## config.mk

```make
export PLATFORM = sky130hd
export DESIGN_NAME = pcPacker
export DESIGN_NICKNAME = d
export VERILOG_FILES = /design/src/pcLinkPkg.sv /design/src/heartbeatTimer.sv /design/src/heartbeatSequencer.sv /design/src/channelQueue.sv /design/src/streamMerge.sv /design/src/pcPacker.sv
export SDC_FILE = /design/constraint.sdc
export NUM_CORES = 1
export LEC_CHECK = 0
export BUFFER_PORTS_ARGS = -buffer_cell sky130_fd_sc_hd__buf_2
export CORE_MARGIN = 2
export CORE_UTILIZATION = 60
export CTS_CLUSTER_DIAMETER = 150
export DETAILED_ROUTE_END_ITERATION = 12
export PLACE_DENSITY = 0.78
export SLEW_MARGIN = 10
export SYNTH_ARGS = -nofsm -noshare
export SYNTH_HDL_FRONTEND = slang
export SYNTH_HIERARCHICAL = 1
export SYNTH_SLANG_ARGS = --single-unit
```

## constraint.sdc

```tcl
create_clock -name clk -period 6.4 [get_ports clk]
set_input_delay 0.96 -clock clk [delete_from_list [all_inputs] [get_ports clk]]
set_output_delay 0.96 -clock clk [all_outputs]
set_load 0.01 [all_outputs]
```

## src/pcLinkPkg.sv

```systemverilog
package pcLinkPkg;

  ////////////////////////////////////////////////////////////////////////////
  // Wire format widths

  // One word on the link to the PC
  localparam int unsigned pcWidth = 40;
  // Raw chip word payload
  localparam int unsigned bdWidth = 34;
  // Wall time, split in halves over two heartbeat words
  localparam int unsigned timeWidth = 48;
  localparam int unsigned hbTimeWidth = timeWidth / 2;
  // Spike filter output fields
  localparam int unsigned filterIdxWidth = 10;
  localparam int unsigned filterStateWidth = 27;

  // Derived field widths inside a PC word
  localparam int unsigned bdPadWidth = pcWidth - bdWidth - 1;
  localparam int unsigned filterIdxExtWidth = pcWidth - filterStateWidth - 2;
  localparam int unsigned hbHalfWidth = pcWidth - hbTimeWidth - 2;

  ////////////////////////////////////////////////////////////////////////////
  // Tags and field values

  // Top bit tells chip traffic from FPGA traffic
  localparam logic tagFromBd = 1'b0;
  localparam logic tagFromFpga = 1'b1;
  // Second bit of FPGA words
  localparam logic kindSpike = 1'b0;
  localparam logic kindHeartbeat = 1'b1;
  // Half selector of a heartbeat word
  localparam logic [hbHalfWidth-1:0] hbHalfLow = '0;
  localparam logic [hbHalfWidth-1:0] hbHalfHigh = {{(hbHalfWidth - 1){1'b0}}, 1'b1};

  ////////////////////////////////////////////////////////////////////////////
  // Payload types

  // Word coming up from the chip
  typedef struct packed {
    logic [bdWidth-1:0] payload;
  } bdWord_t;

  // Output of one spike filter
  typedef struct packed {
    logic [filterIdxWidth-1:0] filterIdx;
    logic [filterStateWidth-1:0] filterState;
  } spikeFilterWord_t;

  // Tagged word sent to the PC
  typedef logic [pcWidth-1:0] pcWord_t;

endpackage

```

## src/heartbeatTimer.sv

```systemverilog
`timescale 1ns/1ps

module heartbeatTimer #(
  parameter int unsigned timeUnitCycles = 100,
  parameter int unsigned hbPeriodUnits = 1000
) (
  input  logic clk,
  input  logic reset,
  output logic [pcLinkPkg::timeWidth-1:0] timeElapsed,
  output logic hbRequest
);

  // Counter widths, kept at least one bit for degenerate periods
  localparam int unsigned cycleWidth = (timeUnitCycles > 1) ? $clog2(timeUnitCycles) : 1;
  localparam int unsigned periodWidth = (hbPeriodUnits > 1) ? $clog2(hbPeriodUnits) : 1;

  logic [cycleWidth-1:0] cycleCount;
  logic [periodWidth-1:0] periodCount;
  logic unitTick;
  logic periodWrap;

  // Last clock of a time unit
  assign unitTick = (cycleCount == cycleWidth'(timeUnitCycles - 1));
  // Last unit of a heartbeat period
  assign periodWrap = (periodCount == periodWidth'(hbPeriodUnits - 1));

  ////////////////////////////////////////////////////////////////////////////
  // Clock cycles into time units

  always_ff @(posedge clk, posedge reset) begin
    if (reset) begin
      cycleCount <= '0;
    end else if (unitTick) begin
      cycleCount <= '0;
    end else begin
      cycleCount <= cycleCount + 1'b1;
    end
  end

  ////////////////////////////////////////////////////////////////////////////
  // Wall time and heartbeat period

  always_ff @(posedge clk, posedge reset) begin
    if (reset) begin
      timeElapsed <= '0;
      periodCount <= '0;
      hbRequest <= 1'b0;
    end else begin
      // Request lands with the new time value, for one cycle only
      hbRequest <= unitTick && periodWrap;
      if (unitTick) begin
        timeElapsed <= timeElapsed + 1'b1;
        if (periodWrap) begin
          periodCount <= '0;
        end else begin
          periodCount <= periodCount + 1'b1;
        end
      end
    end
  end

endmodule

```

## src/heartbeatSequencer.sv

```systemverilog
`timescale 1ns/1ps

module heartbeatSequencer (
  input  logic clk,
  input  logic reset,
  input  logic hbRequest,
  input  logic [pcLinkPkg::timeWidth-1:0] timeElapsed,
  output logic hbValid,
  output pcLinkPkg::pcWord_t hbData,
  input  logic hbAck
);

  typedef enum logic [1:0] {
    stIdle,
    stSendLow,
    stSendHigh
  } hbState_t;

  hbState_t state;
  hbState_t nextState;

  // Snapshot of the time, both halves from one instant
  logic [pcLinkPkg::timeWidth-1:0] latchedTime;
  logic [pcLinkPkg::hbTimeWidth-1:0] timeHalf;
  logic [pcLinkPkg::hbHalfWidth-1:0] halfSel;

  ////////////////////////////////////////////////////////////////////////////
  // State machine

  always_ff @(posedge clk, posedge reset) begin
    if (reset) begin
      state <= stIdle;
    end else begin
      state <= nextState;
    end
  end

  always_comb begin
    nextState = state;
    unique case (state)
      stIdle: begin
        // Requests while busy are dropped here
        if (hbRequest) begin
          nextState = stSendLow;
        end
      end
      stSendLow: begin
        if (hbAck) begin
          nextState = stSendHigh;
        end
      end
      stSendHigh: begin
        if (hbAck) begin
          nextState = stIdle;
        end
      end
      default: nextState = stIdle;
    endcase
  end

  // Time is captured only when a new heartbeat starts
  always_ff @(posedge clk) begin
    if (state == stIdle && hbRequest) begin
      latchedTime <= timeElapsed;
    end
  end

  ////////////////////////////////////////////////////////////////////////////
  // Word build

  always_comb begin
    if (state == stSendHigh) begin
      halfSel = pcLinkPkg::hbHalfHigh;
      timeHalf = latchedTime[pcLinkPkg::timeWidth-1:pcLinkPkg::hbTimeWidth];
    end else begin
      halfSel = pcLinkPkg::hbHalfLow;
      timeHalf = latchedTime[pcLinkPkg::hbTimeWidth-1:0];
    end
  end

  assign hbValid = (state != stIdle);
  // Tag 1,1 then selector then the chosen half
  assign hbData = {pcLinkPkg::tagFromFpga, pcLinkPkg::kindHeartbeat, halfSel, timeHalf};

endmodule

```

## src/channelQueue.sv

```systemverilog
`timescale 1ns/1ps

module channelQueue #(
  parameter type payload_t = logic [7:0],
  parameter int unsigned depth = 4
) (
  input  logic clk,
  input  logic reset,
  input  logic inValid,
  input  payload_t inData,
  output logic inAck,
  output logic outValid,
  output payload_t outData,
  input  logic outAck
);

  // Pointer and occupancy widths
  localparam int unsigned ptrWidth = (depth > 1) ? $clog2(depth) : 1;
  localparam int unsigned countWidth = $clog2(depth + 1);

  // Payload storage
  payload_t mem [depth];

  logic [ptrWidth-1:0] writePtr;
  logic [ptrWidth-1:0] readPtr;
  logic [countWidth-1:0] count;
  logic doWrite;
  logic doRead;

  ////////////////////////////////////////////////////////////////////////////
  // Handshake

  // Accept while out of reset and not full
  assign inAck = !reset && (count != countWidth'(depth));
  // Head entry is visible one cycle after its write
  assign outValid = (count != '0);
  assign outData = mem[readPtr];

  assign doWrite = inValid && inAck;
  assign doRead = outValid && outAck;

  ////////////////////////////////////////////////////////////////////////////
  // Circular buffer

  always_ff @(posedge clk) begin
    if (doWrite) begin
      mem[writePtr] <= inData;
    end
  end

  always_ff @(posedge clk, posedge reset) begin
    if (reset) begin
      writePtr <= '0;
      readPtr <= '0;
      count <= '0;
    end else begin
      if (doWrite) begin
        // Wrap at depth, which need not be a power of two
        writePtr <= (writePtr == ptrWidth'(depth - 1)) ? '0 : writePtr + 1'b1;
      end
      if (doRead) begin
        readPtr <= (readPtr == ptrWidth'(depth - 1)) ? '0 : readPtr + 1'b1;
      end
      // Simultaneous write and read leaves the count alone
      if (doWrite && !doRead) begin
        count <= count + 1'b1;
      end else if (doRead && !doWrite) begin
        count <= count - 1'b1;
      end
    end
  end

endmodule

```

## src/streamMerge.sv

```systemverilog
`timescale 1ns/1ps

module streamMerge (
  input  logic clk,
  input  logic reset,
  input  logic aValid,
  input  pcLinkPkg::pcWord_t aData,
  output logic aAck,
  input  logic bValid,
  input  pcLinkPkg::pcWord_t bData,
  output logic bAck,
  output logic outValid,
  output pcLinkPkg::pcWord_t outData,
  input  logic outAck
);

  // Round robin pointer, high when b wins the next tie
  logic preferB;
  logic grantA;
  logic grantB;
  // Output register is free now or drains this cycle
  logic canAccept;
  logic takeA;
  logic takeB;

  ////////////////////////////////////////////////////////////////////////////
  // Arbitration

  assign canAccept = !outValid || outAck;

  // Single valid input wins outright, ties go by the pointer
  assign grantA = aValid && (!bValid || !preferB);
  assign grantB = bValid && (!aValid || preferB);

  assign takeA = canAccept && grantA;
  assign takeB = canAccept && grantB;

  assign aAck = takeA;
  assign bAck = takeB;

  always_ff @(posedge clk, posedge reset) begin
    if (reset) begin
      preferB <= 1'b0;
    end else if (takeA) begin
      // A served, B gets the next tie
      preferB <= 1'b1;
    end else if (takeB) begin
      preferB <= 1'b0;
    end
  end

  ////////////////////////////////////////////////////////////////////////////
  // Output register

  // Valid flag of the one-entry stage
  always_ff @(posedge clk, posedge reset) begin
    if (reset) begin
      outValid <= 1'b0;
    end else if (takeA || takeB) begin
      // Refill, possibly in the same cycle as the drain
      outValid <= 1'b1;
    end else if (outAck) begin
      outValid <= 1'b0;
    end
  end

  // Payload follows the grant
  always_ff @(posedge clk) begin
    if (takeA) begin
      outData <= aData;
    end else if (takeB) begin
      outData <= bData;
    end
  end

endmodule

```

## src/pcPacker.sv

```systemverilog
`timescale 1ns/1ps

module pcPacker #(
  parameter int unsigned timeUnitCycles = 100,
  parameter int unsigned hbPeriodUnits = 1000,
  parameter int unsigned queueDepth = 8
) (
  input  logic clk,
  input  logic reset,
  // Raw chip words
  input  logic bdValid,
  input  pcLinkPkg::bdWord_t bdData,
  output logic bdAck,
  // Spike filter words
  input  logic sfValid,
  input  pcLinkPkg::spikeFilterWord_t sfData,
  output logic sfAck,
  // Merged stream to the PC
  output logic pcValid,
  output pcLinkPkg::pcWord_t pcData,
  input  logic pcAck
);

  // Wall time and heartbeat trigger
  logic [pcLinkPkg::timeWidth-1:0] timeElapsed;
  logic hbRequest;

  // Heartbeat channel
  logic hbValid;
  pcLinkPkg::pcWord_t hbData;
  logic hbAck;

  // Queue outputs, still in source format
  logic bdQueueValid;
  pcLinkPkg::bdWord_t bdQueueData;
  logic bdQueueAck;
  logic sfQueueValid;
  pcLinkPkg::spikeFilterWord_t sfQueueData;
  logic sfQueueAck;

  // Framed words
  pcLinkPkg::pcWord_t bdFramed;
  pcLinkPkg::pcWord_t sfFramed;
  logic [pcLinkPkg::filterIdxExtWidth-1:0] filterIdxExt;

  // Inner merge output, filter plus heartbeat
  logic fpgaValid;
  pcLinkPkg::pcWord_t fpgaData;
  logic fpgaAck;

  ////////////////////////////////////////////////////////////////////////////
  // Heartbeat source

  heartbeatTimer #(
    .timeUnitCycles(timeUnitCycles),
    .hbPeriodUnits (hbPeriodUnits)
  ) u_heartbeatTimer (
    .clk        (clk),
    .reset      (reset),
    .timeElapsed(timeElapsed),
    .hbRequest  (hbRequest)
  );

  heartbeatSequencer u_heartbeatSequencer (
    .clk        (clk),
    .reset      (reset),
    .hbRequest  (hbRequest),
    .timeElapsed(timeElapsed),
    .hbValid    (hbValid),
    .hbData     (hbData),
    .hbAck      (hbAck)
  );

  ////////////////////////////////////////////////////////////////////////////
  // Ingress queues

  channelQueue #(
    .payload_t(pcLinkPkg::bdWord_t),
    .depth    (queueDepth)
  ) u_bdQueue (
    .clk     (clk),
    .reset   (reset),
    .inValid (bdValid),
    .inData  (bdData),
    .inAck   (bdAck),
    .outValid(bdQueueValid),
    .outData (bdQueueData),
    .outAck  (bdQueueAck)
  );

  channelQueue #(
    .payload_t(pcLinkPkg::spikeFilterWord_t),
    .depth    (queueDepth)
  ) u_sfQueue (
    .clk     (clk),
    .reset   (reset),
    .inValid (sfValid),
    .inData  (sfData),
    .inAck   (sfAck),
    .outValid(sfQueueValid),
    .outData (sfQueueData),
    .outAck  (sfQueueAck)
  );

  ////////////////////////////////////////////////////////////////////////////
  // Framing

  // Tag 0, zero pad, chip payload
  assign bdFramed = {pcLinkPkg::tagFromBd, {pcLinkPkg::bdPadWidth{1'b0}}, bdQueueData.payload};

  // Index widened to the 11-bit field
  assign filterIdxExt = {{(pcLinkPkg::filterIdxExtWidth - pcLinkPkg::filterIdxWidth){1'b0}},
                         sfQueueData.filterIdx};
  // Tags 1,0 then index and state
  assign sfFramed = {pcLinkPkg::tagFromFpga, pcLinkPkg::kindSpike, filterIdxExt,
                     sfQueueData.filterState};

  ////////////////////////////////////////////////////////////////////////////
  // Merge tree

  streamMerge u_fpgaMerge (
    .clk     (clk),
    .reset   (reset),
    .aValid  (sfQueueValid),
    .aData   (sfFramed),
    .aAck    (sfQueueAck),
    .bValid  (hbValid),
    .bData   (hbData),
    .bAck    (hbAck),
    .outValid(fpgaValid),
    .outData (fpgaData),
    .outAck  (fpgaAck)
  );

  // Root joins chip traffic with FPGA traffic
  streamMerge u_rootMerge (
    .clk     (clk),
    .reset   (reset),
    .aValid  (bdQueueValid),
    .aData   (bdFramed),
    .aAck    (bdQueueAck),
    .bValid  (fpgaValid),
    .bData   (fpgaData),
    .bAck    (fpgaAck),
    .outValid(pcValid),
    .outData (pcData),
    .outAck  (pcAck)
  );

endmodule

```

==> run_summary.xml <==
<?xml version="1.0" encoding="UTF-8"?>
<metrics>
  <group name="status">
    <metric name="run_status" unit="">complete, no violations</metric>
  </group>
  <group name="placed_design">
    <metric name="buffer_ports.inserted" unit="">118</metric>
    <metric name="detailed_place_hpwl" unit="mm">35.0</metric>
    <metric name="gp_congestion" unit="">0.763</metric>
    <metric name="place_inst" unit="">2342</metric>
  </group>
  <group name="route">
    <metric name="drt_iter0_markers" unit="">1171</metric>
    <metric name="detail_route.wirelength" unit="mm">60.3</metric>
    <metric name="route.detailed.wl_per_inst" unit="um">24.2</metric>
    <metric name="detailroute.via_count" unit="">14871</metric>
    <metric name="viasPerCell" unit="">5.97</metric>
    <metric name="ant_nets" unit="">0</metric>
    <metric name="remaining_drc_errors" unit="">0</metric>
    <metric name="initial_drt_pass_iterations" unit="">5</metric>
  </group>
  <group name="clocking">
    <metric name="clock-sinks" unit="">788</metric>
    <metric name="h-tree-depth" unit="">3</metric>
    <metric name="clk_path_buf_depth" unit="">3</metric>
    <metric name="tritoncts.num_buffers" unit="">77</metric>
    <metric name="clk_transition_reported_paths" unit="ns">0.06</metric>
    <metric name="clkLatencyLatePin" unit="ns">0.62</metric>
    <metric name="ctsResizeCount" unit="">0</metric>
    <metric name="clk_root_buffer_cell" unit="">sky130_fd_sc_hd__clkbuf_16</metric>
    <metric name="cts.hold.buffers_added" unit="">0</metric>
    <metric name="cts_tree" unit="">built</metric>
    <metric name="cts_post_setup_buffers_inserted" unit="">0</metric>
  </group>
  <group name="synthesis">
    <metric name="syn_area_per_cell" unit="um^2">20.8</metric>
    <metric name="synth.top_cells.by_count" unit="">sky130_fd_sc_hd__edfxtp_1, sky130_fd_sc_hd__mux2_4, sky130_fd_sc_hd__dfrtp_1</metric>
    <metric name="synth.cell_area" unit="um^2">32300</metric>
    <metric name="yosys.area.top_type_share" unit="%">64.7</metric>
    <metric name="portion_of_the_post_synthesis_area_used_by_sequential_elements" unit="%">71.8</metric>
    <metric name="synth.most_common_cell" unit="">sky130_fd_sc_hd__edfxtp_1</metric>
    <metric name="netlist-cell-type-count" unit="">67</metric>
    <metric name="synthCells" unit="">1553</metric>
    <metric name="yosysWarnings" unit="">6</metric>
    <metric name="ys.flop_type" unit="">sky130_fd_sc_hd__edfxtp_1</metric>
    <metric name="asyncSetResetFlopFracSynth" unit="%">11.7</metric>
    <metric name="synth_area_leader_cell" unit="">sky130_fd_sc_hd__edfxtp_1</metric>
    <metric name="cells_taking_the_most_area_after_synthesis" unit="">sky130_fd_sc_hd__edfxtp_1, sky130_fd_sc_hd__dfrtp_1, sky130_fd_sc_hd__mux4_1</metric>
    <metric name="postSynthRegisterBits" unit="">788</metric>
    <metric name="count_of_flip_flops_with_a_built_in_enable_after_synthesis" unit="">696</metric>
  </group>
  <group name="global_routing">
    <metric name="grt_max_degree" unit="">77</metric>
    <metric name="grt_antenna_before_repair" unit="">8</metric>
    <metric name="wire_length_of_the_first_global_routing_pass" unit="mm">92.5</metric>
    <metric name="all_layer_global_routing_usage" unit="%">22.1</metric>
    <metric name="via_count_of_the_first_global_routing_pass" unit="">15734</metric>
    <metric name="grt_overflow_total" unit="">0</metric>
  </group>
  <group name="die">
    <metric name="initial_core_util" unit="%">60.4</metric>
    <metric name="die_area" unit="um^2">55700</metric>
    <metric name="core-area" unit="um^2">53500</metric>
    <metric name="num_rows" unit="">85</metric>
    <metric name="floorplan.die.height" unit="um">236</metric>
    <metric name="dieWidth" unit="um">236</metric>
    <metric name="pin_count" unit="">119</metric>
  </group>
  <group name="pwr">
    <metric name="leakage" unit="nW">12.8</metric>
    <metric name="vdd.ir_drop.worst" unit="mV">0.339</metric>
    <metric name="power.total" unit="mW">15.0</metric>
    <metric name="pwrdens" unit="nW/um^2">415</metric>
  </group>
  <group name="sta">
    <metric name="finClkSkew" unit="ns">0.0251</metric>
    <metric name="tightest_slew" unit="ns">1.09</metric>
    <metric name="worst_slew_margin_rel" unit="%">27.4</metric>
    <metric name="final.min_clock_period" unit="ns">4.26</metric>
    <metric name="final.setup.tns" unit="ns">0</metric>
    <metric name="finalCritPeriodShare" unit="%">66.6</metric>
    <metric name="unrepaired_setup_endpoints_after_global_routing" unit="">no</metric>
    <metric name="maxSlewViolCount" unit="">0</metric>
    <metric name="final_hold_vio_count" unit="">0</metric>
    <metric name="finalSetupViolations" unit="">0</metric>
    <metric name="max_freq" unit="GHz">0.235</metric>
  </group>
  <group name="worst_hold_path">
    <metric name="worstHoldPathType" unit="">input port to async pin</metric>
  </group>
  <group name="cells_and_area">
    <metric name="fin_nets" unit="">1820</metric>
    <metric name="drive_above_1_share" unit="%">31.2</metric>
    <metric name="syn_to_final_growth" unit="%">12.0</metric>
    <metric name="finalNonFillerCells" unit="">2489</metric>
  </group>
  <group name="worst_setup_path">
    <metric name="nature_of_the_critical_path_startpoint" unit="">flop</metric>
    <metric name="path_max_fanout" unit="">41</metric>
    <metric name="criticalPathCategory" unit="">flop to flop</metric>
    <metric name="cp_data_required_time" unit="ns">6.89</metric>
    <metric name="worstSetupEndpointType" unit="">flop</metric>
    <metric name="cp.arrival" unit="ns">4.75</metric>
  </group>
  <group name="job">
    <metric name="drv.max_cap_violation_count" unit="">0</metric>
  </group>
</metrics>
==> path summary, 6_finish.rpt <==
path | startpoint | end | slack, ns | cells after the start
setup / recovery | u_bdQueue/count[0] | u_sfQueue/count[3] | 2.14 | 12
setup reg to reg | u_bdQueue/count[0] | u_sfQueue/count[3] | 2.14 | 12
hold reg to reg | u_heartbeatTimer/timeElapsed[46] | u_heartbeatSequencer/latchedTime[46] | 0.45 | 0
hold / removal | reset | u_heartbeatSequencer/state[1] | 0.31 | 2
min in group clk | u_heartbeatTimer/timeElapsed[46] | u_heartbeatSequencer/latchedTime[46] | 0.45 | 0
max in group asynchronous | reset | u_heartbeatTimer/periodCount[3] | 5.08 | 3
==> critical path, stage by stage, from the launching register on <==
cell and delay, ns:
sky130_fd_sc_hd__dfrtp_1 0.45, sky130_fd_sc_hd__or4_1 0.70, sky130_fd_sc_hd__a21oi_1 0.20, sky130_fd_sc_hd__nand2b_2 0.21, sky130_fd_sc_hd__nand3_4 0.65, sky130_fd_sc_hd__inv_1 0.32
sky130_fd_sc_hd__o41ai_4 0.16, sky130_fd_sc_hd__ha_1 0.28, sky130_fd_sc_hd__inv_1 0.16, sky130_fd_sc_hd__ha_1 0.32, sky130_fd_sc_hd__or4_1 0.48, sky130_fd_sc_hd__nand3_1 0.10
sky130_fd_sc_hd__o211ai_1 0.08
==> cells in the final DEF, fill, tap and decap left out, types with 42 or more instances in the layout <==
master,count
sky130_fd_sc_hd__buf_2,118
sky130_fd_sc_hd__clkbuf_16,79
sky130_fd_sc_hd__dfrtp_1,87
sky130_fd_sc_hd__edfxtp_1,696
sky130_fd_sc_hd__mux2_2,54
sky130_fd_sc_hd__mux2_4,131
sky130_fd_sc_hd__mux4_1,77
sky130_fd_sc_hd__mux4_2,65
sky130_fd_sc_hd__nand2_1,48
sky130_fd_sc_hd__nor2_1,42
==> cell type report <==
type,count,area [um^2]
Clock buffer,104,2120
Inverter,22,82.6
Clock inverter,38,485
Multi-Input combinational cell,692,8610
Tap cell,696,871
Fill cell,3333,17300
Timing Repair Buffer,144,786
Antenna cell,5,12.5
Sequential cell,788,23200
==> flip-flops by register name (all words and copies together) (netlist names), 2 cells and up <==
| signal | cells |
|---|---|
| u_bdQueue/readPtr | 3 |
| u_heartbeatSequencer/latchedTime | 48 |
| u_bdQueue/writePtr | 3 |
| u_rootMerge/outData | 40 |
| u_bdQueue/mem | 272 |
| u_heartbeatTimer/cycleCount | 7 |
| u_sfQueue/count | 4 |
| u_fpgaMerge/outData | 40 |
| u_heartbeatTimer/periodCount | 10 |
| u_heartbeatSequencer/state | 2 |
| u_sfQueue/readPtr | 3 |
| u_sfQueue/writePtr | 3 |
| u_sfQueue/mem | 296 |
| u_heartbeatTimer/timeElapsed | 48 |
| u_bdQueue/count | 4 |
==> logic make-up (layout without fill, tap and decap cells) <==
group	count (synthesis)	in the layout	share of synthesized area, %
flops	788	788	71.8
mux	331	331	18.9
simple gates	227	227	4.01
buf+inv	93	308	2.11
xor+xnor	62	62	1.68
compound gates	29	29	0.647
fa+ha+maj	19	19	0.782
other cells	4	29	0.0465
==> power by group <==
group	switching [mW]	leakage (nW)	internal, mW
Combinational	1.73	4.11	2.00
Clock	1.84	1.27	2.78
Sequential	0.402	7.39	6.27
==> through the flow <==
stage                     util, %  setup slack [ns]  hold slack, ns  area [um^2]
after floorplan                 -              1.07           0.425        32400
after CTS                    67.6              2.14           0.277        36200
final                        67.6              2.14           0.312        36200
after global routing         67.6              1.89           0.307        36200
after global placement       62.7              2.19           0.437        33600
after detailed placement     62.7              2.08           0.437        33600
==> routing by layer <==
layer / global-route usage, % / wire length [um]
met1: 30.7 / 25400
met2: 36.1 / 29900
met3: 3.87 / 3660
met4: 7.62 / 1340
met5: 0 / 46
Note: power is estimated with default switching activity, not from simulation.
